File: config.mk
export PLATFORM = sky130hd
export DESIGN_NAME = id_stage
export DESIGN_NICKNAME = d
export VERILOG_FILES = /design/src/hdl/id_pkg.sv /design/src/hdl/branch_resolve.sv /design/src/hdl/id_capture.sv /design/src/hdl/id_result.sv /design/src/hdl/id_stage.sv /design/src/hdl/inst_decode.sv /design/src/hdl/operand_select.sv
export VERILOG_INCLUDE_DIRS = /design/src /design/src/hdl
export SDC_FILE = /design/constraint.sdc
export NUM_CORES = 1
export LEC_CHECK = 0
export BUFFER_PORTS_ARGS = -buffer_cell sky130_fd_sc_hd__buf_2
export CAP_MARGIN = 5
export CORE_MARGIN = 2
export CORE_UTILIZATION = 35
export CTS_BUF_LIST = sky130_fd_sc_hd__clkbuf_4 sky130_fd_sc_hd__clkbuf_8
export DETAILED_ROUTE_END_ITERATION = 6
export PLACE_DENSITY = 0.56
export SETUP_SLACK_MARGIN = 0.15
export SLEW_MARGIN = 15
export SYNTH_ARGS = -nofsm -noshare
export SYNTH_HDL_FRONTEND = slang
export SYNTH_SLANG_ARGS = --single-unit
File: constraint.sdc
create_clock -name cpu_clk_i -period 17.6 [get_ports cpu_clk_i]
set_input_delay 0.88 -clock cpu_clk_i [delete_from_list [all_inputs] [get_ports cpu_clk_i]]
set_output_delay 0.88 -clock cpu_clk_i [all_outputs]
set_load 0.005 [all_outputs]
File: src/hdl/id_settings.svh
`ifndef ID_SETTINGS_SVH
`define ID_SETTINGS_SVH

// datapath and register file geometry
`define ID_WORD_W   32
`define ID_RADDR_W  5

// jal writes its return address here
`define ID_LINK_REG 31

// byte distance between two instructions
`define ID_PC_STEP  4

`endif

File: src/hdl/id_pkg.sv
`include "id_settings.svh"

package id_pkg;

	// immediate forms share the op of their register form
	typedef enum logic [4:0] {
		OP_NOP,
		OP_ADD,
		OP_ADDU,
		OP_SUB,
		OP_SUBU,
		OP_SLT,
		OP_SLTU,
		OP_AND,
		OP_OR,
		OP_XOR,
		OP_NOR,
		OP_LUI,
		OP_SLL,
		OP_SRL,
		OP_SRA,
		OP_BEQ,
		OP_BNE,
		OP_BGEZ,
		OP_BLTZ,
		OP_BGTZ,
		OP_BLEZ,
		OP_J,
		OP_JAL,
		OP_JR
	} alu_op_e;

	typedef enum logic [1:0] {IMM_NONE, IMM_SEXT, IMM_ZEXT, IMM_UPPER} imm_kind_e;

	typedef enum logic [1:0] {FWD_REG, FWD_EXE, FWD_MEM} fwd_sel_e;

	typedef enum logic [1:0] {JT_SEQ, JT_ABS, JT_REG, JT_BRANCH} jump_sel_e;

	typedef enum logic {EXC_NONE, EXC_RI} exc_e;

	typedef enum logic [1:0] {ST_IDLE, ST_LOAD, ST_ACK} cap_state_e;

endpackage

File: src/hdl/branch_resolve.sv
`timescale 1ns/1ns
`include "id_settings.svh"

module branch_resolve (
	input  id_pkg::alu_op_e        alu_op_i,
	input  logic [`ID_WORD_W-1:0]  pc_i,
	input  logic [`ID_WORD_W-1:0]  inst_i,
	input  logic [`ID_WORD_W-1:0]  src1_i,
	input  logic [`ID_WORD_W-1:0]  src2_i,
	output id_pkg::jump_sel_e      jtsel_o,
	output logic [`ID_WORD_W-1:0]  jump_addr_o
);
	import id_pkg::*;

	logic [`ID_WORD_W-1:0] pc_seq;
	logic [`ID_WORD_W-1:0] br_off;
	logic                  neg;
	logic                  zero;
	logic                  taken;

	assign pc_seq = pc_i + `ID_WORD_W'(`ID_PC_STEP);
	assign br_off = {{(`ID_WORD_W-18){inst_i[15]}}, inst_i[15:0], 2'b00}; // word offset
	assign neg    = src1_i[`ID_WORD_W-1];
	assign zero   = (src1_i == '0);

	always_comb begin
		case (alu_op_i)
			OP_BEQ:  taken = (src1_i == src2_i);
			OP_BNE:  taken = (src1_i != src2_i);
			OP_BGEZ: taken = !neg;
			OP_BLTZ: taken = neg;
			OP_BGTZ: taken = !neg && !zero;
			OP_BLEZ: taken = neg || zero;
			default: taken = 1'b0;
		endcase
	end

	always_comb begin
		jtsel_o     = JT_SEQ;
		jump_addr_o = '0;
		case (alu_op_i)
			OP_J, OP_JAL: begin
				jtsel_o     = JT_ABS;
				jump_addr_o = {pc_seq[`ID_WORD_W-1 -: 4], inst_i[25:0], 2'b00};
			end
			OP_JR: begin
				jtsel_o     = JT_REG;
				jump_addr_o = src1_i;
			end
			default: begin
				if (taken) begin
					jtsel_o     = JT_BRANCH;
					jump_addr_o = pc_seq + br_off;
				end
			end
		endcase
	end

	always_comb begin
		if (jtsel_o == JT_BRANCH)
			a_branch_only: assert (alu_op_i inside {OP_BEQ, OP_BNE, OP_BGEZ, OP_BLTZ,
				OP_BGTZ, OP_BLEZ})
			else $error("branch target selected for non-branch op %s", alu_op_i.name());
	end

endmodule

File: src/hdl/id_capture.sv
`timescale 1ns/1ns
`include "id_settings.svh"

module id_capture (
	input  logic                    cpu_clk_i,
	input  logic                    rst_n_i,
	input  logic                    req_i,
	input  logic [`ID_WORD_W-1:0]   inst_i,
	input  logic [`ID_WORD_W-1:0]   pc_i,
	input  logic [`ID_WORD_W-1:0]   rs_data_i,
	input  logic [`ID_WORD_W-1:0]   rt_data_i,
	input  logic                    exe_wreg_i,
	input  logic [`ID_RADDR_W-1:0]  exe_wa_i,
	input  logic [`ID_WORD_W-1:0]   exe_wd_i,
	input  logic                    mem_wreg_i,
	input  logic [`ID_RADDR_W-1:0]  mem_wa_i,
	input  logic [`ID_WORD_W-1:0]   mem_wd_i,
	output logic                    ack_o,
	output logic                    load_o,
	output logic [`ID_WORD_W-1:0]   cap_inst_o,
	output logic [`ID_WORD_W-1:0]   cap_pc_o,
	output logic [`ID_WORD_W-1:0]   cap_rs_data_o,
	output logic [`ID_WORD_W-1:0]   cap_rt_data_o,
	output logic                    cap_exe_wreg_o,
	output logic [`ID_RADDR_W-1:0]  cap_exe_wa_o,
	output logic [`ID_WORD_W-1:0]   cap_exe_wd_o,
	output logic                    cap_mem_wreg_o,
	output logic [`ID_RADDR_W-1:0]  cap_mem_wa_o,
	output logic [`ID_WORD_W-1:0]   cap_mem_wd_o
);
	import id_pkg::*;

	cap_state_e state_q;
	logic       take;

	assign take = (state_q == ST_IDLE) && req_i; // new request sampled

	always_ff @(posedge cpu_clk_i or negedge rst_n_i) begin
		if (!rst_n_i) begin
			state_q <= ST_IDLE;
		end else begin
			case (state_q)
				ST_IDLE: begin
					if (req_i)
						state_q <= ST_LOAD;
				end
				ST_LOAD: state_q <= ST_ACK; // results register on this edge
				ST_ACK: begin
					if (!req_i)
						state_q <= ST_IDLE;
				end
				default: state_q <= ST_IDLE;
			endcase
		end
	end

	always_ff @(posedge cpu_clk_i) begin
		if (take) begin
			cap_inst_o     <= inst_i;
			cap_pc_o       <= pc_i;
			cap_rs_data_o  <= rs_data_i;
			cap_rt_data_o  <= rt_data_i;
			cap_exe_wreg_o <= exe_wreg_i;
			cap_exe_wa_o   <= exe_wa_i;
			cap_exe_wd_o   <= exe_wd_i;
			cap_mem_wreg_o <= mem_wreg_i;
			cap_mem_wa_o   <= mem_wa_i;
			cap_mem_wd_o   <= mem_wd_i;
		end
	end

	assign load_o = (state_q == ST_LOAD);
	assign ack_o  = (state_q == ST_ACK);

	// producer has to keep req up until it has seen ack
	a_ack_with_req: assert property (@(posedge cpu_clk_i) disable iff (!rst_n_i)
		!req_i |=> !$rose(ack_o));

	a_load_pulse: assert property (@(posedge cpu_clk_i) disable iff (!rst_n_i)
		load_o |=> !load_o);

endmodule

File: src/hdl/id_result.sv
`timescale 1ns/1ns
`include "id_settings.svh"

module id_result (
	input  logic                    cpu_clk_i,
	input  logic                    rst_n_i,
	input  logic                    load_i,
	input  logic [`ID_WORD_W-1:0]   pc_i,
	input  logic                    illegal_i,
	input  id_pkg::alu_op_e         alu_op_i,
	input  logic [`ID_WORD_W-1:0]   src1_i,
	input  logic [`ID_WORD_W-1:0]   src2_i,
	input  logic                    wreg_i,
	input  logic [`ID_RADDR_W-1:0]  wa_i,
	input  id_pkg::jump_sel_e       jtsel_i,
	input  logic [`ID_WORD_W-1:0]   jump_addr_i,
	output id_pkg::alu_op_e         alu_op_o,
	output logic [`ID_WORD_W-1:0]   src1_o,
	output logic [`ID_WORD_W-1:0]   src2_o,
	output logic                    wreg_o,
	output logic [`ID_RADDR_W-1:0]  wa_o,
	output id_pkg::jump_sel_e       jtsel_o,
	output logic [`ID_WORD_W-1:0]   jump_addr_o,
	output logic [`ID_WORD_W-1:0]   ret_addr_o,
	output id_pkg::exc_e            exc_o
);
	import id_pkg::*;

	always_ff @(posedge cpu_clk_i or negedge rst_n_i) begin
		if (!rst_n_i) begin
			alu_op_o <= OP_NOP;
			wreg_o   <= 1'b0;
			jtsel_o  <= JT_SEQ;
			exc_o    <= EXC_NONE;
		end else if (load_i) begin
			alu_op_o <= alu_op_i;
			wreg_o   <= wreg_i && !illegal_i;             // reserved op never writes
			jtsel_o  <= illegal_i ? JT_SEQ : jtsel_i;
			exc_o    <= illegal_i ? EXC_RI : EXC_NONE;
		end
	end

	always_ff @(posedge cpu_clk_i) begin
		if (load_i) begin
			src1_o      <= src1_i;
			src2_o      <= src2_i;
			wa_o        <= wa_i;
			jump_addr_o <= jump_addr_i;
			ret_addr_o  <= pc_i + `ID_WORD_W'(2 * `ID_PC_STEP); // skips the delay slot
		end
	end

	// a reserved op never reaches writeback
	a_ri_no_write: assert property (@(posedge cpu_clk_i) disable iff (!rst_n_i)
		exc_o == EXC_RI |-> !wreg_o);

endmodule

File: src/hdl/id_stage.sv
`timescale 1ns/1ns
`include "id_settings.svh"

module id_stage (
	input  logic                    cpu_clk_i,
	input  logic                    rst_n_i,
	input  logic                    req_i,
	output logic                    ack_o,
	input  logic [`ID_WORD_W-1:0]   inst_i,
	input  logic [`ID_WORD_W-1:0]   pc_i,
	input  logic [`ID_WORD_W-1:0]   rs_data_i,
	input  logic [`ID_WORD_W-1:0]   rt_data_i,
	input  logic                    exe_wreg_i,
	input  logic [`ID_RADDR_W-1:0]  exe_wa_i,
	input  logic [`ID_WORD_W-1:0]   exe_wd_i,
	input  logic                    mem_wreg_i,
	input  logic [`ID_RADDR_W-1:0]  mem_wa_i,
	input  logic [`ID_WORD_W-1:0]   mem_wd_i,
	output id_pkg::alu_op_e         alu_op_o,
	output logic [`ID_WORD_W-1:0]   src1_o,
	output logic [`ID_WORD_W-1:0]   src2_o,
	output logic                    wreg_o,
	output logic [`ID_RADDR_W-1:0]  wa_o,
	output id_pkg::jump_sel_e       jtsel_o,
	output logic [`ID_WORD_W-1:0]   jump_addr_o,
	output logic [`ID_WORD_W-1:0]   ret_addr_o,
	output id_pkg::exc_e            exc_o
);
	import id_pkg::*;

	logic                  load;
	logic [`ID_WORD_W-1:0] cap_inst;
	logic [`ID_WORD_W-1:0] cap_pc;
	logic [`ID_WORD_W-1:0] cap_rs_data;
	logic [`ID_WORD_W-1:0] cap_rt_data;
	logic                  cap_exe_wreg;
	logic [`ID_RADDR_W-1:0] cap_exe_wa;
	logic [`ID_WORD_W-1:0] cap_exe_wd;
	logic                  cap_mem_wreg;
	logic [`ID_RADDR_W-1:0] cap_mem_wa;
	logic [`ID_WORD_W-1:0] cap_mem_wd;

	alu_op_e               dec_alu_op;
	imm_kind_e             dec_imm_kind;
	logic                  dec_rreg1;
	logic                  dec_rreg2;
	logic                  dec_shift;
	logic                  dec_wreg;
	logic [`ID_RADDR_W-1:0] dec_wa;
	logic                  dec_illegal;
	logic [`ID_WORD_W-1:0] src1;
	logic [`ID_WORD_W-1:0] src2;
	jump_sel_e             jtsel;
	logic [`ID_WORD_W-1:0] jump_addr;

	id_capture i_id_capture (
		.cpu_clk_i(cpu_clk_i), .rst_n_i(rst_n_i), .req_i(req_i),
		.inst_i(inst_i), .pc_i(pc_i), .rs_data_i(rs_data_i), .rt_data_i(rt_data_i),
		.exe_wreg_i(exe_wreg_i), .exe_wa_i(exe_wa_i), .exe_wd_i(exe_wd_i),
		.mem_wreg_i(mem_wreg_i), .mem_wa_i(mem_wa_i), .mem_wd_i(mem_wd_i),
		.ack_o(ack_o), .load_o(load),
		.cap_inst_o(cap_inst), .cap_pc_o(cap_pc),
		.cap_rs_data_o(cap_rs_data), .cap_rt_data_o(cap_rt_data),
		.cap_exe_wreg_o(cap_exe_wreg), .cap_exe_wa_o(cap_exe_wa), .cap_exe_wd_o(cap_exe_wd),
		.cap_mem_wreg_o(cap_mem_wreg), .cap_mem_wa_o(cap_mem_wa), .cap_mem_wd_o(cap_mem_wd)
	);

	inst_decode i_inst_decode (
		.inst_i(cap_inst),
		.alu_op_o(dec_alu_op), .rreg1_o(dec_rreg1), .rreg2_o(dec_rreg2),
		.imm_kind_o(dec_imm_kind), .shift_o(dec_shift),
		.wreg_o(dec_wreg), .wa_o(dec_wa), .illegal_o(dec_illegal)
	);

	operand_select i_operand_select (
		.inst_i(cap_inst), .rreg1_i(dec_rreg1), .rreg2_i(dec_rreg2),
		.imm_kind_i(dec_imm_kind), .shift_i(dec_shift),
		.rs_data_i(cap_rs_data), .rt_data_i(cap_rt_data),
		.exe_wreg_i(cap_exe_wreg), .exe_wa_i(cap_exe_wa), .exe_wd_i(cap_exe_wd),
		.mem_wreg_i(cap_mem_wreg), .mem_wa_i(cap_mem_wa), .mem_wd_i(cap_mem_wd),
		.src1_o(src1), .src2_o(src2)
	);

	branch_resolve i_branch_resolve (
		.alu_op_i(dec_alu_op), .pc_i(cap_pc), .inst_i(cap_inst),
		.src1_i(src1), .src2_i(src2),
		.jtsel_o(jtsel), .jump_addr_o(jump_addr)
	);

	id_result i_id_result (
		.cpu_clk_i(cpu_clk_i), .rst_n_i(rst_n_i), .load_i(load),
		.pc_i(cap_pc), .illegal_i(dec_illegal), .alu_op_i(dec_alu_op),
		.src1_i(src1), .src2_i(src2), .wreg_i(dec_wreg), .wa_i(dec_wa),
		.jtsel_i(jtsel), .jump_addr_i(jump_addr),
		.alu_op_o(alu_op_o), .src1_o(src1_o), .src2_o(src2_o),
		.wreg_o(wreg_o), .wa_o(wa_o), .jtsel_o(jtsel_o),
		.jump_addr_o(jump_addr_o), .ret_addr_o(ret_addr_o), .exc_o(exc_o)
	);

endmodule

File: src/hdl/inst_decode.sv
`timescale 1ns/1ns
`include "id_settings.svh"

module inst_decode (
	input  logic [`ID_WORD_W-1:0]   inst_i,
	output id_pkg::alu_op_e         alu_op_o,
	output logic                    rreg1_o,
	output logic                    rreg2_o,
	output id_pkg::imm_kind_e       imm_kind_o,
	output logic                    shift_o,
	output logic                    wreg_o,
	output logic [`ID_RADDR_W-1:0]  wa_o,
	output logic                    illegal_o
);
	import id_pkg::*;

	wire [5:0]             opcode = inst_i[31:26];
	wire [5:0]             funct  = inst_i[5:0];
	wire [`ID_RADDR_W-1:0] rt     = inst_i[20:16];
	wire [`ID_RADDR_W-1:0] rd     = inst_i[15:11];
	logic                  imm_form;

	assign imm_form = (opcode[5:3] == 3'b001); // addi .. lui

	always_comb begin
		alu_op_o = OP_NOP;
		case (opcode)
			6'b000000: begin
				case (funct)
					6'b100000: alu_op_o = OP_ADD;
					6'b100001: alu_op_o = OP_ADDU;
					6'b100010: alu_op_o = OP_SUB;
					6'b100011: alu_op_o = OP_SUBU;
					6'b101010: alu_op_o = OP_SLT;
					6'b101011: alu_op_o = OP_SLTU;
					6'b100100: alu_op_o = OP_AND;
					6'b100101: alu_op_o = OP_OR;
					6'b100110: alu_op_o = OP_XOR;
					6'b100111: alu_op_o = OP_NOR;
					6'b000000: alu_op_o = OP_SLL; // also the all-zero nop word
					6'b000010: alu_op_o = OP_SRL;
					6'b000011: alu_op_o = OP_SRA;
					6'b001000: alu_op_o = OP_JR;
					default:   alu_op_o = OP_NOP;
				endcase
			end
			6'b000001: begin
				// regimm group, rt selects the condition
				if (rt == 5'b00001)
					alu_op_o = OP_BGEZ;
				else if (rt == 5'b00000)
					alu_op_o = OP_BLTZ;
			end
			6'b000010: alu_op_o = OP_J;
			6'b000011: alu_op_o = OP_JAL;
			6'b000100: alu_op_o = OP_BEQ;
			6'b000101: alu_op_o = OP_BNE;
			6'b000110: alu_op_o = OP_BLEZ;
			6'b000111: alu_op_o = OP_BGTZ;
			6'b001000: alu_op_o = OP_ADD;  // addi
			6'b001001: alu_op_o = OP_ADDU; // addiu
			6'b001010: alu_op_o = OP_SLT;  // slti
			6'b001011: alu_op_o = OP_SLTU; // sltiu
			6'b001100: alu_op_o = OP_AND;  // andi
			6'b001101: alu_op_o = OP_OR;   // ori
			6'b001110: alu_op_o = OP_XOR;  // xori
			6'b001111: alu_op_o = OP_LUI;
			default:   alu_op_o = OP_NOP;
		endcase
	end

	always_comb begin
		rreg1_o    = 1'b0;
		rreg2_o    = 1'b0;
		imm_kind_o = IMM_NONE;
		shift_o    = 1'b0;
		wreg_o     = 1'b0;
		case (alu_op_o)
			OP_ADD, OP_ADDU, OP_SUB, OP_SUBU, OP_SLT, OP_SLTU,
			OP_AND, OP_OR, OP_XOR, OP_NOR: begin
				rreg1_o = 1'b1;
				wreg_o  = 1'b1;
				if (!imm_form)
					rreg2_o = 1'b1;
				else if (opcode[2])
					imm_kind_o = IMM_ZEXT; // logical immediates
				else
					imm_kind_o = IMM_SEXT;
			end
			OP_LUI: begin
				imm_kind_o = IMM_UPPER;
				wreg_o     = 1'b1;
			end
			OP_SLL, OP_SRL, OP_SRA: begin
				rreg2_o = 1'b1;
				shift_o = 1'b1;
				wreg_o  = 1'b1;
			end
			OP_BEQ, OP_BNE: begin
				rreg1_o = 1'b1;
				rreg2_o = 1'b1;
			end
			OP_BGEZ, OP_BLTZ, OP_BGTZ, OP_BLEZ, OP_JR: rreg1_o = 1'b1;
			OP_JAL: wreg_o = 1'b1;
			default: ; // nop and j
		endcase
	end

	assign wa_o = (alu_op_o == OP_JAL)    ? `ID_RADDR_W'(`ID_LINK_REG) :
	              (imm_kind_o != IMM_NONE) ? rt : rd;

	// no legal encoding decodes to OP_NOP
	assign illegal_o = (alu_op_o == OP_NOP);

endmodule

File: src/hdl/operand_select.sv
`timescale 1ns/1ns
`include "id_settings.svh"

module operand_select (
	input  logic [`ID_WORD_W-1:0]   inst_i,
	input  logic                    rreg1_i,
	input  logic                    rreg2_i,
	input  id_pkg::imm_kind_e       imm_kind_i,
	input  logic                    shift_i,
	input  logic [`ID_WORD_W-1:0]   rs_data_i,
	input  logic [`ID_WORD_W-1:0]   rt_data_i,
	input  logic                    exe_wreg_i,
	input  logic [`ID_RADDR_W-1:0]  exe_wa_i,
	input  logic [`ID_WORD_W-1:0]   exe_wd_i,
	input  logic                    mem_wreg_i,
	input  logic [`ID_RADDR_W-1:0]  mem_wa_i,
	input  logic [`ID_WORD_W-1:0]   mem_wd_i,
	output logic [`ID_WORD_W-1:0]   src1_o,
	output logic [`ID_WORD_W-1:0]   src2_o
);
	import id_pkg::*;

	wire [`ID_RADDR_W-1:0] rs  = inst_i[25:21];
	wire [`ID_RADDR_W-1:0] rt  = inst_i[20:16];
	wire [4:0]             sa  = inst_i[10:6];
	wire [15:0]            imm = inst_i[15:0];

	fwd_sel_e              fwd1;
	fwd_sel_e              fwd2;
	logic [`ID_WORD_W-1:0] rs_val;
	logic [`ID_WORD_W-1:0] rt_val;
	logic [`ID_WORD_W-1:0] imm_val;

	// execute is younger than memory, so it wins; r0 is never forwarded
	function automatic fwd_sel_e pick_src(input logic [`ID_RADDR_W-1:0] ra);
		if (exe_wreg_i && exe_wa_i == ra && ra != '0)
			return FWD_EXE;
		if (mem_wreg_i && mem_wa_i == ra && ra != '0)
			return FWD_MEM;
		return FWD_REG;
	endfunction

	function automatic logic [`ID_WORD_W-1:0] fwd_value(input fwd_sel_e sel,
		input logic [`ID_WORD_W-1:0] rf_val);
		case (sel)
			FWD_EXE: return exe_wd_i;
			FWD_MEM: return mem_wd_i;
			default: return rf_val;
		endcase
	endfunction

	assign fwd1   = pick_src(rs);
	assign fwd2   = pick_src(rt);
	assign rs_val = fwd_value(fwd1, rs_data_i);
	assign rt_val = fwd_value(fwd2, rt_data_i);

	always_comb begin
		case (imm_kind_i)
			IMM_SEXT:  imm_val = {{(`ID_WORD_W-16){imm[15]}}, imm};
			IMM_ZEXT:  imm_val = {{(`ID_WORD_W-16){1'b0}}, imm};
			IMM_UPPER: imm_val = {imm, 16'h0000}; // lui
			default:   imm_val = '0;
		endcase
	end

	assign src1_o = shift_i ? {{(`ID_WORD_W-5){1'b0}}, sa} :
	                rreg1_i ? rs_val : '0;
	assign src2_o = (imm_kind_i != IMM_NONE) ? imm_val :
	                rreg2_i ? rt_val : '0;

endmodule

# After elaboration in Yosys (flattened, before gate mapping)
# Memory sizes are Yosys's and may differ from the RTL's. A register that Yosys moved wholly into a read port is not among the register bits.
# Index checks and enable logic that the tools add are counted.
[word_totals] regBits=348 latchBits=0 ram_bits=0 mem_bits_ro=320 inputBits=207 out_inout_bits=143 wordCells=155 memories=1
[memory_table] memory="(name not given)" depth=64 word_bits=5 rd=1 rd_ports_with_merged_regs=1 wr=0 line_no="inst_decode.sv:29" source="case (funct)"
[op_classes] addsub=3 n_mul=0 div=0 order_cmp=0 n_eq_ne=57 n_shift=0 n_mux=44 bitwise=0 n_reduce_logical=30
[op_table] operator="32-bit case mux with 2 select lines" n=3
[op_table] operator="32-bit 2-to-1 mux" n=5
[op_table] operator="32-bit case mux with 3 select lines" n=1
[op_table] operator="5-bit case mux with 16 select lines" n=1
[op_table] operator="6-bit by 4-bit == test with 1-bit output (second input constant)" n=8
[op_table] operator="5-bit by 4-bit == test with 1-bit output (second input constant)" n=8
[op_table] operator="5-bit == test (second input constant)" n=8
[op_table] operator="32-bit by 3-bit adder with 32-bit output (second input constant)" n=1
[op_table] operator="32-bit adder" n=1
[op_table] operator="32-bit by 4-bit adder with 32-bit output (second input constant)" n=1
[op_table] operator="32-bit == test" n=1
[op_table] operator="32-bit logical NOT" n=1
[op_table] operator="32-bit != test" n=1
[op_table] operator="2-bit 2-to-1 mux" n=14
[op_table] operator="6-bit by 3-bit == test with 1-bit output (second input constant)" n=4
[op_table] operator="5-bit by 3-bit == test with 1-bit output (second input constant)" n=4
[op_table] operator="5-bit == test" n=4
[op_table] operator="17-bit OR reduction" n=1
[op_table] operator="5-bit 2-to-1 mux" n=3
[op_table] operator="15-bit OR reduction" n=1
[op_table] operator="6-bit by 2-bit == test with 1-bit output (second input constant)" n=2
[op_table] operator="1-bit logical AND" n=11
[op_table] operator="1-bit 2-to-1 mux" n=11
[op_table] operator="2-bit == test (second input constant)" n=5
[op_table] operator="23 further kinds" n=34

# Longest topological paths before layout
[logic_depth] depth_word=18 depth_mapped=19 depth_no_buf=18

# Modules after synthesis
# A second synthesis with hierarchy kept.
[hier_totals] cells_unflattened=1338 hier_area_um2=17290.3
[by_module_without_submodules] mod="id_capture" instances=1 cells_each=211 area_each_um2=6212.2 seq_area_each_um2=6175.9
[by_module_without_submodules] mod="id_result" instances=1 cells_each=244 area_each_um2=4908.5 seq_area_each_um2=4219.0
[by_module_without_submodules] mod="branch_resolve" instances=1 cells_each=432 area_each_um2=3106.7 seq_area_each_um2=0.0
[by_module_without_submodules] mod="operand_select" instances=1 cells_each=338 area_each_um2=2299.7 seq_area_each_um2=0.0
[by_module_without_submodules] mod="inst_decode" instances=1 cells_each=113 area_each_um2=763.2 seq_area_each_um2=0.0

# Worst setup path before layout
# OpenSTA, ideal clock, no wires.
[synth_path] path_kind="input-to-reg" start="input req_i" end="register (tool-made name)" setup_ps=123 arrival_ps=9181 required_ps=17477 path_slack_ps=8296 cell_stages=7 path_buffers=1 path_cell_list="nor3b_1 buf_1 mux2i_1 and3_1 a221oi_1 o32a_1 nor2_1"
[synth_lines] element="start, declared" line_no="id_stage.sv:7" source="input logic req_i,"

# Worst setup path in the final report
[layout_path] start="register i_id_capture.cap_inst_o[17]" end="register i_id_result.jump_addr_o[0], data pin"
[layout_via] elab_chain_len=15 word_cells_on_any_way=72 cone_classes="eq/ne: 33; mux: 22; reduce/logical: 17"
[layout_lines] element="start, declared" line_no="id_capture.sv:20" source="output logic [`ID_WORD_W-1:0] cap_inst_o,"
[layout_lines] element="start signal, assigned" line_no="id_capture.sv:59" source="cap_inst_o <= inst_i;"
[layout_lines] element="5-bit logical NOT" line_no="inst_decode.sv:51" source="else if (rt == 5'b00000)"
[layout_lines] element="5-bit 2-to-1 mux" line_no="inst_decode.sv:51"
[layout_lines] element="5-bit 2-to-1 mux (*)" line_no="inst_decode.sv:49" source="if (rt == 5'b00001)"
[layout_lines] element="5-bit case mux with 16 select lines (*)" line_no="inst_decode.sv:27" source="case (opcode)"
[layout_lines] element="5-bit by 1-bit == test with 1-bit output (tied with other cells)" line_no="inst_decode.sv:78" source="case (alu_op_o)"
[layout_lines] element="17-bit OR reduction (no line)"
[layout_lines] element="1-bit 2-to-1 mux" line_no="inst_decode.sv:78"
[layout_lines] element="32-bit 2-to-1 mux" line_no="operand_select.sv:67" source="rreg1_i ? rs_val : '0;"
[layout_lines] element="32-bit 2-to-1 mux (*)" line_no="operand_select.sv:66" source="assign src1_o = shift_i ? {{(`ID_WORD_W-5){1'b0}}, sa} :"
[layout_lines] element="via i_branch_resolve.src1_i[21]" line_no="branch_resolve.sv:8" source="input logic [`ID_WORD_W-1:0] src1_i,"
[layout_lines] element="32-bit logical NOT" line_no="branch_resolve.sv:24" source="assign zero = (src1_i == '0);"
[layout_lines] element="1-bit logical NOT" line_no="branch_resolve.sv:32" source="OP_BGTZ: taken = !neg && !zero;"
[layout_lines] element="1-bit logical AND" line_no="branch_resolve.sv:32"
[layout_lines] element="1-bit case mux with 6 select lines (*)" line_no="branch_resolve.sv:27" source="case (alu_op_i)"
[layout_lines] element="32-bit 2-to-1 mux (*)" line_no="branch_resolve.sv:51" source="if (taken) begin"
[layout_lines] element="32-bit case mux with 2 select lines (*)" line_no="branch_resolve.sv:41" source="case (alu_op_i)"
[layout_lines] element="via i_branch_resolve.jump_addr_o[0]" line_no="branch_resolve.sv:11" source="output logic [`ID_WORD_W-1:0] jump_addr_o"
[layout_lines] element="end signal, assigned" line_no="id_result.sv:48" source="jump_addr_o <= jump_addr_i;"
[layout_lines] element="end, declared" line_no="id_result.sv:23" source="output logic [`ID_WORD_W-1:0] jump_addr_o,"
# The timed path passes the listed nets; every way through them passes the cells marked *. The select of a mux whose other input is x is not followed.
# A chain may end at the register's enable or synchronous reset.

==> metrics.md <==
| Metric | Value |
|---|---|
| Status | complete, no violations |
| Worst-path clk slew | 0.06 ns |
| Static leakage | 8.22 nW |
| Number of flops mapped to enable cells by yosys | 337 |
| Overflow left after global routing | 0 |
| Detailed-route vias per instance | 5.42 |
| Synthesized Nets | 1,789 |
| Cell total after placement | 2,522 |
| Number of antenna violations at the first check in global routing | 4 |
| Combined area of all synthesized cells | 0.0178 mm2 |
| Most common cell after layout, fill and taps aside | sky130_fd_sc_hd__buf_2 |
| Seq. cell area | 0.0105 mm2 |
| Post-synthesis async set-or-reset flop share | 3.12% |
| Via count of the first global-routing pass | 13,800 |
| Largest vdd supply drop | 0.0587 mV |
| Largest fanout on the critical path | 34 |
| Number of input and output port buffers inserted | 349 |
| Post-CTS Repair Setup Buffers | 0 |
| Post-cts hold buffer count | 0 |
| Average wire per standard cell | 23.6 um |
| Antenna-violating nets left | 0 |
| FF+latch count, synth | 353 |
| Initial core utilization | 35.4% |
| Residual DRC | 0 |
| Post-synthesis cell type with the largest combined area | sky130_fd_sc_hd__edfxtp_1 |
| Measured slew at the worst slew-check pin | 1.14 ns |
| Element type at the critical path start | flop |
| Horizontal extent of the die | 229 um |
| Leading cell types by total area after synthesis | sky130_fd_sc_hd__edfxtp_1, sky130_fd_sc_hd__a21oi_1, sky130_fd_sc_hd__xnor2_1 |
| Worst path required time | 17.96 ns |
| Boundary pin count | 350 |
| Number of endpoints failing setup at the final stage | 0 |
| Htree depth | 2 |
| Leading cell types in the layout, fill and taps excluded | sky130_fd_sc_hd__buf_2, sky130_fd_sc_hd__edfxtp_1, sky130_fd_sc_hd__nand2_1 |
| Worst-case headroom to the max-slew limit | 23.5% |
| Arrival time reported for the critical path endpoint | 6.46 ns |
| Syn_area_per_cell | 11.5 um2 |
| Fraction of layout instances using a drive strength above 1 | 26.7% |
| Fmax | 164 MHz |
| Period minus WS final | 6.10 ns |
| Vertical die dimension | 229 um |
| Clock latency reported for the late side of the worst-skew pair | 0.68 ns |
| Global-route wire length before repair | 89,600 um |
| Number of buffers between clock root and the deepest sink | 3 |
| Clk sink count | 353 |
| Fin cells | 2,629 |
| Launch point of the critical path | i_id_capture.cap_inst_o[17] |
| Layout filler cell count | 4,791 |
| Total track usage | 23.0% |
| Count of final max-slew check failures | 0 |
| Endpoints failing hold | 0 |
| Clock tree from TritonCTS | yes |
| Die outline area | 0.0526 mm2 |
| Nets@finish | 2,154 |
| Buffer type at the clock tree root | sky130_fd_sc_hd__clkbuf_8 |
| Number of clock buffers inserted by TritonCTS | 59 |
| Routability congestion estimate from global placement | 0.883 |
| Proportion of synthesized chip area in sequential cells | 59.1% |
| Gate count after technology mapping | 1,546 |
| Number of design-rule violations left by the first detailed-router iteration | 1,642 |
| Distinct cells, synth | 68 |
| Sum of negative setup slack | 0 ns |
| Portion of synthesized cell area occupied by the leading cell type | 57.0% |
| Detailed-router iteration count before antenna repair | 6 |
| Unrepaired setup endpoints after global routing | false |
| Total wire length after detailed routing | 61,900 um |
| Number of warning messages in the yosys log | 0 |
| Dpl hpwl | 47,200 um |
| Area growth, synth to finish | 21.1% |
| Pin count of the biggest net entering global routing | 81 |
| Kind of path behind the tightest hold check | primary input to asynchronous set/reset pin |
| Total of max-cap violations | 0 |
| Site Rows | 82 |
| R2R Path Start | i_id_capture.cap_inst_o[17] |
| Final period util | 34.7% |
| PD cells | 141 mW/mm2 |
| Via total after detailed routing | 14,200 |
| Core area | 0.0502 mm2 |
| Critical path type | flop to flop |
| Post-cts gate resize count | 0 |
| Main flop type after synthesis | sky130_fd_sc_hd__edfxtp_1 |
| Area used by multi-input combinational logic | 0.00691 mm2 |
| Post-Route Skew | 0.0424 ns |
| Crit path capture type | flop |
flip-flops by register name, summed over array words and instances, names as in the netlist, 32 cells and up, named ones only:
name                        count
i_id_capture.cap_inst_o        32
i_id_capture.cap_exe_wd_o      32
i_id_capture.cap_pc_o          32
i_id_result.src2_o             32
i_id_capture.cap_rt_data_o     32
i_id_capture.cap_mem_wd_o      32
i_id_result.src1_o             32
i_id_result.ret_addr_o         32
i_id_capture.cap_rs_data_o     32
i_id_result.jump_addr_o        32
report_power, final:
group          internal, mW  total [mW]  switching, mW
combinational         0.339       0.942          0.603
sequential             1.19        1.34          0.148
clock                 0.414       0.754          0.340
cells in the mapped netlist (20+ instances only):
| master | instances |
|---|---|
| sky130_fd_sc_hd__a21oi_1 | 140 |
| sky130_fd_sc_hd__and3_1 | 36 |
| sky130_fd_sc_hd__clkbuf_1 | 51 |
| sky130_fd_sc_hd__edfxtp_1 | 337 |
| sky130_fd_sc_hd__ha_1 | 35 |
| sky130_fd_sc_hd__inv_1 | 40 |
| sky130_fd_sc_hd__mux2_2 | 22 |
| sky130_fd_sc_hd__mux2i_1 | 51 |
| sky130_fd_sc_hd__nand2_1 | 140 |
| sky130_fd_sc_hd__nand3_1 | 75 |
| sky130_fd_sc_hd__nor2_1 | 73 |
| sky130_fd_sc_hd__nor3_1 | 37 |
| sky130_fd_sc_hd__nor4_1 | 20 |
| sky130_fd_sc_hd__o21ai_0 | 126 |
| sky130_fd_sc_hd__or2_2 | 22 |
| sky130_fd_sc_hd__or3_1 | 20 |
| sky130_fd_sc_hd__xnor2_1 | 74 |
| sky130_fd_sc_hd__xor2_1 | 27 |
layout make-up:
cell class / instances / share of cell area [%]
Sequential cell: 353 / 48.8
Multi-Input combinational cell: 1086 / 32.1
Timing Repair Buffer: 371 / 8.89
Clock buffer: 84 / 4.70
Tap cell: 672 / 3.91
Clock inverter: 22 / 0.884
Inverter: 40 / 0.721
Antenna cell: 1 / 0.0116
cells by family after synthesis:
| logic type | Yosys count | synth area share, % |
|---|---|---|
| XOR/XNOR | 101 | 4.98 |
| flip-flops | 353 | 59.1 |
| AO/OA/AOI/OAI | 381 | 12.8 |
| buffers and inverters | 107 | 2.41 |
| multiplexers | 73 | 4.27 |
| AND/OR/NAND/NOR | 495 | 13.9 |
| adder cells (fa/ha/maj) | 36 | 2.58 |
through the flow:
step | hold slack (ns) | total power [mW] | utilization, % | area, um2 | worst slack [ns]
after CTS | 0.0305 | 3.05 | 42.9 | 21500 | 11.56
final | 0.0825 | 3.04 | 42.9 | 21500 | 11.50
after global routing | 0.0642 | 3.19 | 42.9 | 21500 | 11.03
after detailed placement | 0.474 | 2.29 | 40.5 | 20300 | 11.60
after floorplan | 0.438 | 1.90 | - | 17800 | 8.30
after global placement | 0.460 | 2.28 | 40.5 | 20300 | 11.70
final timing paths:
kind,depth (start not counted),slack [ns],to
min in group cpu_clk_i,1,0.38,i_id_capture.cap_mem_wd_o[29]
worst max register to register,13,11.50,i_id_result.jump_addr_o[0]
worst max-delay path,13,11.50,i_id_result.jump_addr_o[0]
max in group asynchronous,1,17.30,i_id_capture.state_q[0]
worst min-delay path,1,0.08,i_id_result.exc_o
worst min register to register,2,0.48,i_id_result.alu_op_o[2]
per-layer routing:
metal	track usage, %	wire length, um	up-vias
met5	0	13	-
met4	6.72	1590	2
met3	4.51	4820	95
met2	37.4	29300	664
met1	31.1	26200	6930
li1	-	-	6556
worst max-delay path, stage by stage, from the launching register on:
cell,delay (ns)
sky130_fd_sc_hd__edfxtp_1,0.51
sky130_fd_sc_hd__nor4_1,0.62
sky130_fd_sc_hd__and3_1,0.29
sky130_fd_sc_hd__a21oi_1,0.25
sky130_fd_sc_hd__o2111ai_1,0.27
sky130_fd_sc_hd__nand3_1,0.45
sky130_fd_sc_hd__nor3_1,0.75
sky130_fd_sc_hd__a21oi_1,0.13
sky130_fd_sc_hd__or4_1,0.56
sky130_fd_sc_hd__nor4_1,0.34
sky130_fd_sc_hd__and4_1,0.26
sky130_fd_sc_hd__buf_4,0.35
sky130_fd_sc_hd__a2bb2oi_4,0.74
sky130_fd_sc_hd__o221ai_1,0.26
Note: power is estimated with default switching activity, not from simulation.
